==> config.mk <==
export PLATFORM = sky130hd
export DESIGN_NAME = ArithTop
export DESIGN_NICKNAME = d
export VERILOG_FILES = /design/src/hdl/arithPkg.sv /design/src/hdl/aluIf.sv /design/src/hdl/SumZeroDet.sv /design/src/hdl/AddSub.sv /design/src/hdl/ArithRegs.sv /design/src/hdl/ArithTop.sv
export SDC_FILE = /design/constraint.sdc
export NUM_CORES = 1
export LEC_CHECK = 0
export ABC_AREA = 0
export BUFFER_PORTS_ARGS = -buffer_cell sky130_fd_sc_hd__buf_4
export CAP_MARGIN = 20
export CORE_ASPECT_RATIO = 0.75
export CORE_MARGIN = 3
export CORE_UTILIZATION = 40
export CTS_CLUSTER_SIZE = 14
export DETAILED_ROUTE_END_ITERATION = 10
export PLACE_DENSITY = 0.64
export SLEW_MARGIN = 25
export SYNTH_ARGS = -nofsm -noshare
export SYNTH_HDL_FRONTEND = slang
export SYNTH_SLANG_ARGS = --single-unit
==> constraint.sdc <==
create_clock -name clk -period 4.4 [get_ports clk]
set_input_delay 0 -clock clk [delete_from_list [all_inputs] [get_ports clk]]
set_output_delay 0 -clock clk [all_outputs]
set_load 0.03 [all_outputs]
==> src/hdl/arithPkg.sv <==
package arithPkg;

	// Operation codes written to the control register
	typedef enum logic [1:0] {
		opAdd = 2'd0,  // A + B
		opSub = 2'd1,  // A + ~B + 1
		opAdc = 2'd2   // A + B + stored carry
		// Code 3 is decoded as opAdd
	} opcodeT;

	// Word addresses of the register block
	typedef enum logic [2:0] {
		regOpA    = 3'd0,  // Read/write
		regOpB    = 3'd1,  // Read/write
		regCtrl   = 3'd2,  // Write starts an operation
		regResult = 3'd3,  // Read only
		regFlags  = 3'd4   // Read only
	} regAddrT;

	// Bit positions inside the flags register
	localparam int flagZero     = 0;
	localparam int flagCarry    = 1;
	localparam int flagOverflow = 2;
	localparam int flagNegative = 3;  // Highest used bit

endpackage

==> src/hdl/aluIf.sv <==
interface aluIf #(
	parameter int width = 32  // Operand width
);

	// Register block to datapath
	logic [width-1:0] opA;
	logic [width-1:0] opB;
	arithPkg::opcodeT op;
	logic             carryIn;  // Stored carry flag

	// Datapath results
	logic [width-1:0] sum;
	logic             carryOut;
	logic             overflow;
	logic             negative;
	logic             zero;

	modport regs (
		output opA, opB, op, carryIn,
		input  sum, carryOut, overflow, negative, zero
	);

	modport alu (
		input  opA, opB, op, carryIn,
		output sum, carryOut, overflow, negative, zero
	);

endinterface

==> src/hdl/SumZeroDet.sv <==
// Zero test on A + B + carryIn without waiting for the carry chain.
// A zero sum forces the carry into bit i to equal a[i-1] | b[i-1],
// so each bit can be checked locally against its neighbour below.
module SumZeroDet #(
	parameter int width = 32  // Operand width
) (
	input  logic [width-1:0] a,
	input  logic [width-1:0] b,
	input  logic             carryIn,
	output logic             zero      // High when the sum wraps to all zeroes
);

	logic [width-1:0] bitZero;  // Per-bit zero terms
	logic             allZero;

	always_comb begin
		bitZero[0] = ~((a[0] ^ b[0]) ^ carryIn);  // Real carry at bit 0
		for (int i = 1; i < width; i++) begin
			// Implied carry from the pair below
			bitZero[i] = ~((a[i] ^ b[i]) ^ (a[i-1] | b[i-1]));
		end
	end

	// Reduction AND over all terms
	always_comb begin
		allZero = bitZero[0];
		for (int i = 1; i < width; i++) begin
			allZero &= bitZero[i];
		end
	end

	assign zero = allZero;

endmodule

==> src/hdl/AddSub.sv <==
// Combinational add/subtract datapath.
// Results follow the register block inputs with no clocking.
module AddSub #(
	parameter int width = 32  // Operand width
) (
	aluIf.alu alu
);

	logic [width-1:0] opBEff;   // B after opcode decode
	logic             carryEff; // Carry-in after opcode decode
	logic [width:0]   fullSum;  // Extra top bit holds carry out
	logic             zeroDet;

	// Opcode decode
	always_comb begin
		case (alu.op)
			arithPkg::opSub: begin
				opBEff   = ~alu.opB;     // Two's complement via inverted B
				carryEff = 1'b1;         // plus one
			end
			arithPkg::opAdc: begin
				opBEff   = alu.opB;
				carryEff = alu.carryIn;  // Chained carry from last op
			end
			default: begin           // opAdd and the unused code
				opBEff   = alu.opB;
				carryEff = 1'b0;
			end
		endcase
	end

	// Single wide add, carry out falls into the top bit
	assign fullSum = {1'b0, alu.opA} + {1'b0, opBEff} + {{width{1'b0}}, carryEff};

	assign alu.sum      = fullSum[width-1:0];
	assign alu.carryOut = fullSum[width];
	assign alu.negative = fullSum[width-1];

	// Signed overflow
	// Operands agree in sign but the sum does not
	assign alu.overflow = (alu.opA[width-1] == opBEff[width-1]) &&
		(fullSum[width-1] != alu.opA[width-1]);

	// Zero flag from the operands, not from the finished sum
	SumZeroDet #(
		.width(width)
	) sumZero (
		.a      (alu.opA),
		.b      (opBEff),
		.carryIn(carryEff),
		.zero   (zeroDet)
	);

	assign alu.zero = zeroDet;

endmodule

==> src/hdl/ArithRegs.sv <==
// Wishbone classic slave holding operands, opcode, result and flags.
// Ack is registered, one cycle wide, and never back to back.
module ArithRegs #(
	parameter int width = 32  // Bus and operand width
) (
	input  logic             clk,
	input  logic             arstN,
	input  logic             wbCyc,
	input  logic             wbStb,
	input  logic             wbWe,
	input  logic [2:0]       wbAdr,
	input  logic [width-1:0] wbDatW,
	output logic [width-1:0] wbDatR,
	output logic             wbAck,
	aluIf.regs               alu
);

	logic                              req;      // Valid bus cycle
	logic                              wrEn;     // Write commits this edge
	logic                              ctrlWr;   // Write to control register
	arithPkg::regAddrT                 addr;
	arithPkg::opcodeT                  newOp;    // Opcode on the bus data
	logic [width-1:0]                  opAReg;
	logic [width-1:0]                  opBReg;
	arithPkg::opcodeT                  opReg;    // Last opcode written
	logic [width-1:0]                  resultReg;
	logic [arithPkg::flagNegative:0]   flagsReg;

	assign req    = wbCyc & wbStb;
	assign addr   = arithPkg::regAddrT'(wbAdr);
	assign wrEn   = req & wbWe & wbAck;  // Commit on the ack cycle
	assign ctrlWr = wrEn && (addr == arithPkg::regCtrl);
	assign newOp  = arithPkg::opcodeT'(wbDatW[1:0]);

	// Ack one clock after request, then forced low for a cycle
	always_ff @(posedge clk or negedge arstN) begin
		if (!arstN) begin
			wbAck <= 1'b0;
		end else begin
			wbAck <= req & ~wbAck;
		end
	end

	// Operand and opcode registers
	always_ff @(posedge clk or negedge arstN) begin
		if (!arstN) begin
			opAReg <= '0;
			opBReg <= '0;
			opReg  <= arithPkg::opAdd;
		end else if (wrEn) begin
			case (addr)
				arithPkg::regOpA: opAReg <= wbDatW;
				arithPkg::regOpB: opBReg <= wbDatW;
				arithPkg::regCtrl: opReg <= newOp;
				default: ;  // Result, flags and holes are read only
			endcase
		end
	end

	// Results captured in the same edge as the opcode
	always_ff @(posedge clk or negedge arstN) begin
		if (!arstN) begin
			resultReg <= '0;
			flagsReg  <= '0;  // Clears stored carry too
		end else if (ctrlWr) begin
			resultReg                        <= alu.sum;
			flagsReg[arithPkg::flagZero]     <= alu.zero;
			flagsReg[arithPkg::flagCarry]    <= alu.carryOut;
			flagsReg[arithPkg::flagOverflow] <= alu.overflow;
			flagsReg[arithPkg::flagNegative] <= alu.negative;
		end
	end

	// Datapath inputs
	assign alu.opA     = opAReg;
	assign alu.opB     = opBReg;
	assign alu.op      = ctrlWr ? newOp : opReg;  // Bypass so capture sees new op
	assign alu.carryIn = flagsReg[arithPkg::flagCarry];

	// Read mux
	always_comb begin
		case (addr)
			arithPkg::regOpA:    wbDatR = opAReg;
			arithPkg::regOpB:    wbDatR = opBReg;
			arithPkg::regCtrl:   wbDatR = {{(width-2){1'b0}}, opReg};
			arithPkg::regResult: wbDatR = resultReg;
			arithPkg::regFlags:
				wbDatR = {{(width-arithPkg::flagNegative-1){1'b0}}, flagsReg};
			default:             wbDatR = '0;  // Unmapped
		endcase
	end

endmodule

==> src/hdl/ArithTop.sv <==
// Arithmetic unit top level with a plain Wishbone classic port
module ArithTop #(
	parameter int width = 32  // Bus and operand width
) (
	input  logic             clk,
	input  logic             arstN,
	input  logic             wbCyc,
	input  logic             wbStb,
	input  logic             wbWe,
	input  logic [2:0]       wbAdr,   // Word address
	input  logic [width-1:0] wbDatW,
	output logic [width-1:0] wbDatR,
	output logic             wbAck
);

	// Registers to datapath
	aluIf #(
		.width(width)
	) alu ();

	ArithRegs #(
		.width(width)
	) arithRegs (
		.clk   (clk),
		.arstN (arstN),
		.wbCyc (wbCyc),
		.wbStb (wbStb),
		.wbWe  (wbWe),
		.wbAdr (wbAdr),
		.wbDatW(wbDatW),
		.wbDatR(wbDatR),
		.wbAck (wbAck),
		.alu   (alu.regs)
	);

	AddSub #(
		.width(width)
	) addSub (
		.alu(alu.alu)
	);

endmodule

==> summary.md, run 1 <==
| Metric | Value |
|---|---|
| Congestion Overflow GR | `0` |
| Reg power frac | `39.0%` |
| Share of layout cells above drive strength 1 | `23.6%` |
| Die outline height | `126 µm` |
| Synthesized area | `0.00767 mm²` |
| Starting DRT DRC Count | `455` |
| Top-Level Pins | `73` |
| Fill cells | `1,760` |
| Synth top area share | `33.3%` |
| Post-synth top flop | `dfrtp_1` |
| Total Wirelength | `19,800 µm` |
| Count of final hold-check violations | `0` |
| Final Non-Filler Cells | `1,190` |
| Net Sw Frac | `33.4%` |
| Layout Nets | `1,046` |
| Pwr dens | `286 mW/mm²` |
| Final design area excluding fillers | `0.00936 mm²` |
| Pin count of the biggest net entering global routing | `64` |
| Period utilisation layout | `96.2%` |
| Outcome | `finished clean` |
| N_diodes | `0` |
| Post-synth cell types | `64` |
| Initial antenna violation count | `0` |
| Clock Path Buffers | `2` |
| FMAX | `0.236 GHz` |
| Worst slew margin relative to its limit | `50.0%` |
| Synth Instances | `849` |
| Die area | `0.0209 mm²` |
| #FFs+latches synth | `102` |
| Vias per cell | `5.27` |
| CP Class | `register to register` |
| Sw Pwr | `0.896 mW` |
| Register area | `0.00255 mm²` |
| Synth cell count leaders | `102 x dfrtp_1, 80 x nor2_1, 72 x inv_1` |
| CP cell instances | `nand4_1 -> nor4b_4 -> mux2i_2 -> inv_1 -> ha_2 -> buf_6 -> xor2_2 -> ha_2 -> and4_1 -> a221o_1 -> o31ai_4 -> a21boi_2 -> or4_1 -> a32o_1` |
| CP endpoint kind | `register` |
| Clock slew at reported path FFs | `0.07 ns` |
| Vias | `6,269` |
| DP Area | `0.00852 mm²` |
| DRT Pass-1 Iters | `5` |
| Worst-Skew Late Latency | `0.36 ns` |
| Drt drc | `0` |
| ANT nets after route | `0` |
| Total Power | `2.68 mW` |
| Clock network power share | `28.8%` |
| Placed Instances | `1,138` |
| Net count after synthesis | `955` |
| Layout Skew | `0.00738 ns` |
| Hold Slack | `0.0357 ns` |
| Comb pwr share | `32.1%` |
| P&R area growth vs syn | `22.0%` |
| Setup violations, final | `0` |
| Final core utilization | `50.1%` |
| Ys async rst share | `100%` |
| Worst path arrival time | `4.48 ns` |
| Worst setup SP type | `register` |
| Die Wd | `166 µm` |
| Routed WL per cell | `16.7 µm` |
| Min Tclk post-route | `4.23 ns` |
| Synth area leader | `dfrtp_1` |
| Port buffer count | `72` |
| Multi-input logic area | `0.00486 mm²` |
| Place WS | `0.0354 ns` |
| Cell with the largest stage delay on the worst path | `or4_1` |
| CTS tree | `built` |
| Number of buffers created by CTS | `9` |
| VDD IR-drop max | `0.164 mV` |
| GPL Wtd Cong | `0.852` |
| Leakage dissipation | `4.53 nW` |
| Starting density of the core | `41.1%` |
| Setup ws final | `0.165 ns` |
| Syn. warnings | `0` |
| Global-route usage over all layers | `19.2%` |
| Max-cap violations | `0` |
| Internal power | `1.79 mW` |
| Clock root buffer | `clkbuf_16` |
| Final HPWL DP | `14,400 µm` |
| Required time of the worst setup path | `4.65 ns` |
| First-pass GRT wire length | `32,900 µm` |
| Post-synth EDFFs | `0` |
| Core ar. | `0.0187 mm²` |
| Clk sinks | `102` |
| Crit path largest cell delay | `0.47 ns` |
| Least-Margin Pin Slew | `0.748 ns` |
| CTS H-tree lvls | `3` |
| Post-synthesis average cell area | `9.04 µm²` |
| Final Max Tran Viols | `0` |
| Seq/Total Area, Yosys | `33.3%` |
| Setup TNS | `0 ns` |
| Worst-path fanout max | `16` |
| Top cells by area, synth | `dfrtp_1 33%, ha_1 10%, mux2_2 9.8%` |
| HP Class | `primary input to register` |
| FP Rows | `43` |
| Most common cell in the netlist | `dfrtp_1` |
| Vias in the first global route | `6,132` |
| Worst path most repeated cell | `ha_2` |
cell families (layout without fill, tap and decap cells):
logic type               count (synthesis)  in the layout  share of synthesized area [%]
AO/OA/AOI/OAI                          165            165                           13.4
XOR/XNOR                                84             84                           9.59
adder cells (fa/ha/maj)                 66             66                           11.0
buffers and inverters                  125            219                           6.26
flip-flops                             102            102                           33.3
multiplexers                           100            100                           14.2
AND/OR/NAND/NOR                        207            207                           12.4
state kept, by name (all words and copies together) (netlist names):
name                 flops
arithRegs.alu.opA       32
arithRegs.alu.opB       32
arithRegs.resultReg     31
arithRegs.flagsReg       4
arithRegs.opReg          2
arithRegs.wbAck          1
power groups by stage:
| stage | clock network [mW] | registers (mW) | logic (mW) |
|---|---|---|---|
| global route | 0.840 | 1.05 | 0.956 |
| floorplan | 0 | 1.04 | 0.559 |
| global placement | 0 | 1.06 | 0.796 |
| detailed placement | 0 | 1.06 | 0.800 |
| CTS | 0.794 | 1.04 | 0.833 |
| finish | 0.774 | 1.05 | 0.862 |
cells in the final DEF (no fill, tap or decap), types with 4 or more instances in the layout:
cell           count
a211oi_1           4
a21o_1            12
a21oi_1           54
a21oi_2            4
a22oi_1            4
a31oi_1            4
and3_1             5
and4_1             4
buf_4             96
clkbuf_16          9
dfrtp_1          101
dlygate4sd3_1     35
ha_1              55
ha_2               6
inv_1             72
mux2_2            67
mux2i_1           31
nand2_1           63
nand3_1           11
nand4_1           10
nor2_1            80
nor2b_1            5
nor4_1             4
o211ai_1           4
o21ai_0           37
o21ai_1            5
o31ai_1            5
xnor2_1           19
xor2_1            60
xor2_2             4
worst paths after layout:
path	startpoint	to	slack (ns)	cells past startpoint
min in group asynchronous	arstN	arithRegs.alu.opA[6]	0.21	2
max in group asynchronous	arstN	arithRegs.alu.opA[24]	3.03	3
max	arithRegs.wbAck	arithRegs.flagsReg[2]	0.17	14
max reg2reg	arithRegs.wbAck	arithRegs.flagsReg[2]	0.17	14
min	wbAdr[1]	arithRegs.opReg[1]	0.04	4
min reg2reg	arithRegs.wbAck	arithRegs.wbAck	0.44	1
routing by layer:
layer / vias to the layer above / global-route usage, % / share of wire, %
li1: 3073 / - / -
met1: 3036 / 30.1 / 53
met2: 150 / 27.5 / 41
met3: 10 / 3.77 / 5.2
met4: 0 / 3.72 / 0.94
met5: - / 0 / 0
critical path: cells and delay by family (launching register included):
family | cells | cell delay, ns
compound gates | 4 | 1.03
xor+xnor | 1 | 0.21
fa+ha+maj | 2 | 0.58
buf+inv | 2 | 0.27
flops | 1 | 0.37
mux | 1 | 0.29
simple gates | 4 | 1.33
what timing repair did:
action / in CTS / in global routing
hold endpoints to repair: 115 / 0
setup buffers: 0 / 3
resized for setup: 0 / 40
setup endpoints to repair: 0 / 19
hold buffers: 35 / 0
layout make-up:
cell class	count	share of cell area, %
Multi-Input combinational cell	622	51.9
Sequential cell	102	27.3
Timing Repair Buffer	133	11.7
Tap cell	247	3.30
Clock buffer	13	2.89
Inverter	72	2.89
Clock inverter	1	0.0535
No activity file was read; power rests on OpenSTA's default activity.
==> inputs of run 2 (changes only) <==
--- a/config.mk
+++ b/config.mk
@@ -9,7 +9,6 @@
 export BUFFER_PORTS_ARGS = -buffer_cell sky130_fd_sc_hd__buf_4
 export CAP_MARGIN = 20
 export CORE_ASPECT_RATIO = 0.75
-export CORE_MARGIN = 3
 export CORE_UTILIZATION = 40
 export CTS_CLUSTER_SIZE = 14
 export DETAILED_ROUTE_END_ITERATION = 10
@@ -17,4 +16,5 @@
 export SLEW_MARGIN = 25
 export SYNTH_ARGS = -nofsm -noshare
 export SYNTH_HDL_FRONTEND = slang
+export SYNTH_HIERARCHICAL = 1
 export SYNTH_SLANG_ARGS = --single-unit
==> run 2 against run 1 <==
Effect of this change: register-to-register slack lost 0.13 ns; combinational power grew 11%; area after synthesis grew 3.1%; first-iteration DRC count shrank 7.5%; fmax shrank 3.0%; sequential share of layout area shrank 1.1 points; critical endpoint is now arithRegs/flagsReg[1]; largest cell class unchanged; highest routed layer unchanged.
==> summary.md, run 2 <==
| Metric | Value |
|---|---|
| Clock Path Buffers | `2` |
| Ys async rst share | `100%` |
| Clk sinks | `103` |
| Total Wirelength | `21,100 µm` |
| GPL Wtd Cong | `0.974` |
| Worst slew margin relative to its limit | `51.2%` |
| Final HPWL DP | `15,700 µm` |
| Syn. warnings | `6` |
| Net count after synthesis | `912` |
| Vias per cell | `5.30` |
| Post-synth cell types | `60` |
| Die area | `0.0204 mm²` |
| HP Class | `primary input to asynchronous set/reset pin` |
| Worst path arrival time | `4.61 ns` |
| Fill cells | `1,820` |
| #FFs+latches synth | `103` |
| Required time of the worst setup path | `4.65 ns` |
| Pwr dens | `292 mW/mm²` |
| Post-synth top flop | `dfrtp_1` |
| DRT Pass-1 Iters | `5` |
| FP Rows | `44` |
| Register area | `0.00258 mm²` |
| Synth area leader | `dfrtp_1` |
| Worst-path fanout max | `4` |
| CP endpoint kind | `register` |
| Outcome | `finished clean` |
| Most common cell in the netlist | `dfrtp_1` |
| Multi-input logic area | `0.00504 mm²` |
| N_diodes | `0` |
| Port buffer count | `72` |
| Max-cap violations | `0` |
| CTS H-tree lvls | `3` |
| Leakage dissipation | `4.89 nW` |
| P&R area growth vs syn | `24.6%` |
| Global-route usage over all layers | `21.5%` |
| Least-Margin Pin Slew | `0.732 ns` |
| Clock slew at reported path FFs | `0.07 ns` |
| Layout Nets | `1,042` |
| Synthesized area | `0.00791 mm²` |
| Top-Level Pins | `73` |
| Min Tclk post-route | `4.36 ns` |
| Vias in the first global route | `5,930` |
| Clock root buffer | `clkbuf_16` |
| Die Wd | `164 µm` |
| Starting DRT DRC Count | `421` |
| Layout Skew | `0.00986 ns` |
| Seq/Total Area, Yosys | `32.6%` |
| Setup TNS | `0 ns` |
| Synth cell count leaders | `103 x dfrtp_1, 81 x mux2_2, 77 x inv_1` |
| Share of layout cells above drive strength 1 | `31.3%` |
| CP Class | `register to register` |
| Worst-Skew Late Latency | `0.37 ns` |
| Commonest non-fill, non-tap cells in the layout | `120 x buf_4, 102 x dfrtp_1, 81 x mux2_2, 75 x inv_1, 59 x ha_1` |
| Post-synthesis average cell area | `9.82 µm²` |
| Core ar. | `0.0194 mm²` |
| Congestion Overflow GR | `0` |
| Commonest non-fill, non-tap cell in the layout | `buf_4` |
| Pin count of the biggest net entering global routing | `70` |
| FMAX | `0.229 GHz` |
| Starting density of the core | `40.8%` |
| ANT nets after route | `0` |
| Top cells by area, synth | `dfrtp_1 33%, mux2_2 12%, ha_1 10%` |
| Worst setup SP type | `register` |
| Synth Instances | `806` |
| Initial antenna violation count | `0` |
| Synth top area share | `32.6%` |
| Count of final hold-check violations | `0` |
| Vias | `6,332` |
| Die outline height | `124 µm` |
| Routed WL per cell | `17.7 µm` |
| RSZ-0062 raised after global routing | `yes` |
| Total Power | `2.88 mW` |
| Number of buffers created by CTS | `9` |
| Drt drc | `0` |
| Final Max Tran Viols | `0` |
| Period utilisation layout | `99.2%` |
| Setup violations, final | `0` |
| Post-synth EDFFs | `0` |
| CTS tree | `built` |
| VDD IR-drop max | `0.148 mV` |
| First-pass GRT wire length | `32,900 µm` |
==> run 2: cells by family (layout without fill, tap and decap cells) <==
kind of cell | after synthesis | after routing | synth area share, %
fa+ha+maj | 66 | 66 | 10.6
mux | 134 | 134 | 18.6
simple gates | 153 | 153 | 10.3
compound gates | 141 | 141 | 11.6
flops | 103 | 103 | 32.6
buf+inv | 117 | 252 | 6.10
xor+xnor | 92 | 92 | 10.2
==> run 2: final timing paths <==
check | endpoint | slack (ns) | start | depth (start not counted)
max | arithRegs/flagsReg[1] | 0.04 | arithRegs/wbAck | 17
min | arithRegs/alu.opB[21] | 0.06 | arstN | 2
max reg2reg | arithRegs/flagsReg[1] | 0.04 | arithRegs/wbAck | 17
min reg2reg | arithRegs/resultReg[19] | 0.49 | arithRegs/resultReg[19] | 1
max in group asynchronous | arithRegs/resultReg[7] | 3.62 | arstN | 3
min in group clk | arithRegs/opReg[1] | 0.07 | wbAdr[2] | 3
==> run 2: metal layers <==
layer	up-vias	global-route usage, %	share of wire [%]
met3	18	3.96	5.4
met1	3081	33.5	53
met5	-	0	0
met4	0	5.91	1.3
li1	3056	-	-
met2	177	29.5	41
==> run 2: metrics by stage <==
stage / util [%] / worst slack [ns] / instances / cell area, µm² / hold WS, ns
after detailed placement: 46.2 / -0.0312 / 1131 / 8940 / 0.183
after global placement: 46.2 / 0.0816 / 1131 / 8940 / 0.183
after CTS: 49.6 / 0.0177 / 1183 / 9620 / 0.0531
final: 50.9 / 0.0359 / 1194 / 9850 / 0.0564
after global routing: 50.9 / -0.124 / 1194 / 9850 / 0.0758
after floorplan: - / -0.222 / 806 / 8000 / -0.296
==> run 2: cell type report <==
| class | instances | share of cell area (%) |
|---|---|---|
| clock buffer | 10 | 2.32 |
| clock inverter | 6 | 0.876 |
| inverter | 77 | 2.93 |
| multi-input combinational | 586 | 51.2 |
| sequential | 103 | 26.2 |
| tap | 253 | 3.21 |
| timing repair buffer | 159 | 13.3 |
==> run 2: repair_timing <==
item                                   4_1_cts  5_1_grt
resized for setup                            0       29
setup buffers                                1       10
setup endpoints to repair                    2       15
hold buffers                                35        0
endpoints found under the hold margin      135        0
pin swaps                                    2       25
==> run 2: critical path, stage by stage, from the launching register on <==
cell,delay (ns)
dfrtp_2,0.36
nand4_1,0.11
or4b_4,0.58
mux2_4,0.34
ha_2,0.33
or2_4,0.12
fa_2,0.19
inv_2,0.04
fa_2,0.38
a21o_1,0.20
a221oi_4,0.36
o31ai_2,0.12
buf_4,0.15
a311o_1,0.26
a21oi_2,0.20
o21ai_1,0.09
a21o_1,0.16
mux2_2,0.25
==> run 2: power by group <==
| group | internal [mW] | leakage [nW] | switching, mW |
|---|---|---|---|
| registers | 0.999 | 1.42 | 0.0579 |
| logic | 0.433 | 3.33 | 0.523 |
| clock network | 0.498 | 0.152 | 0.365 |
| total | 1.93 | 4.89 | 0.945 |
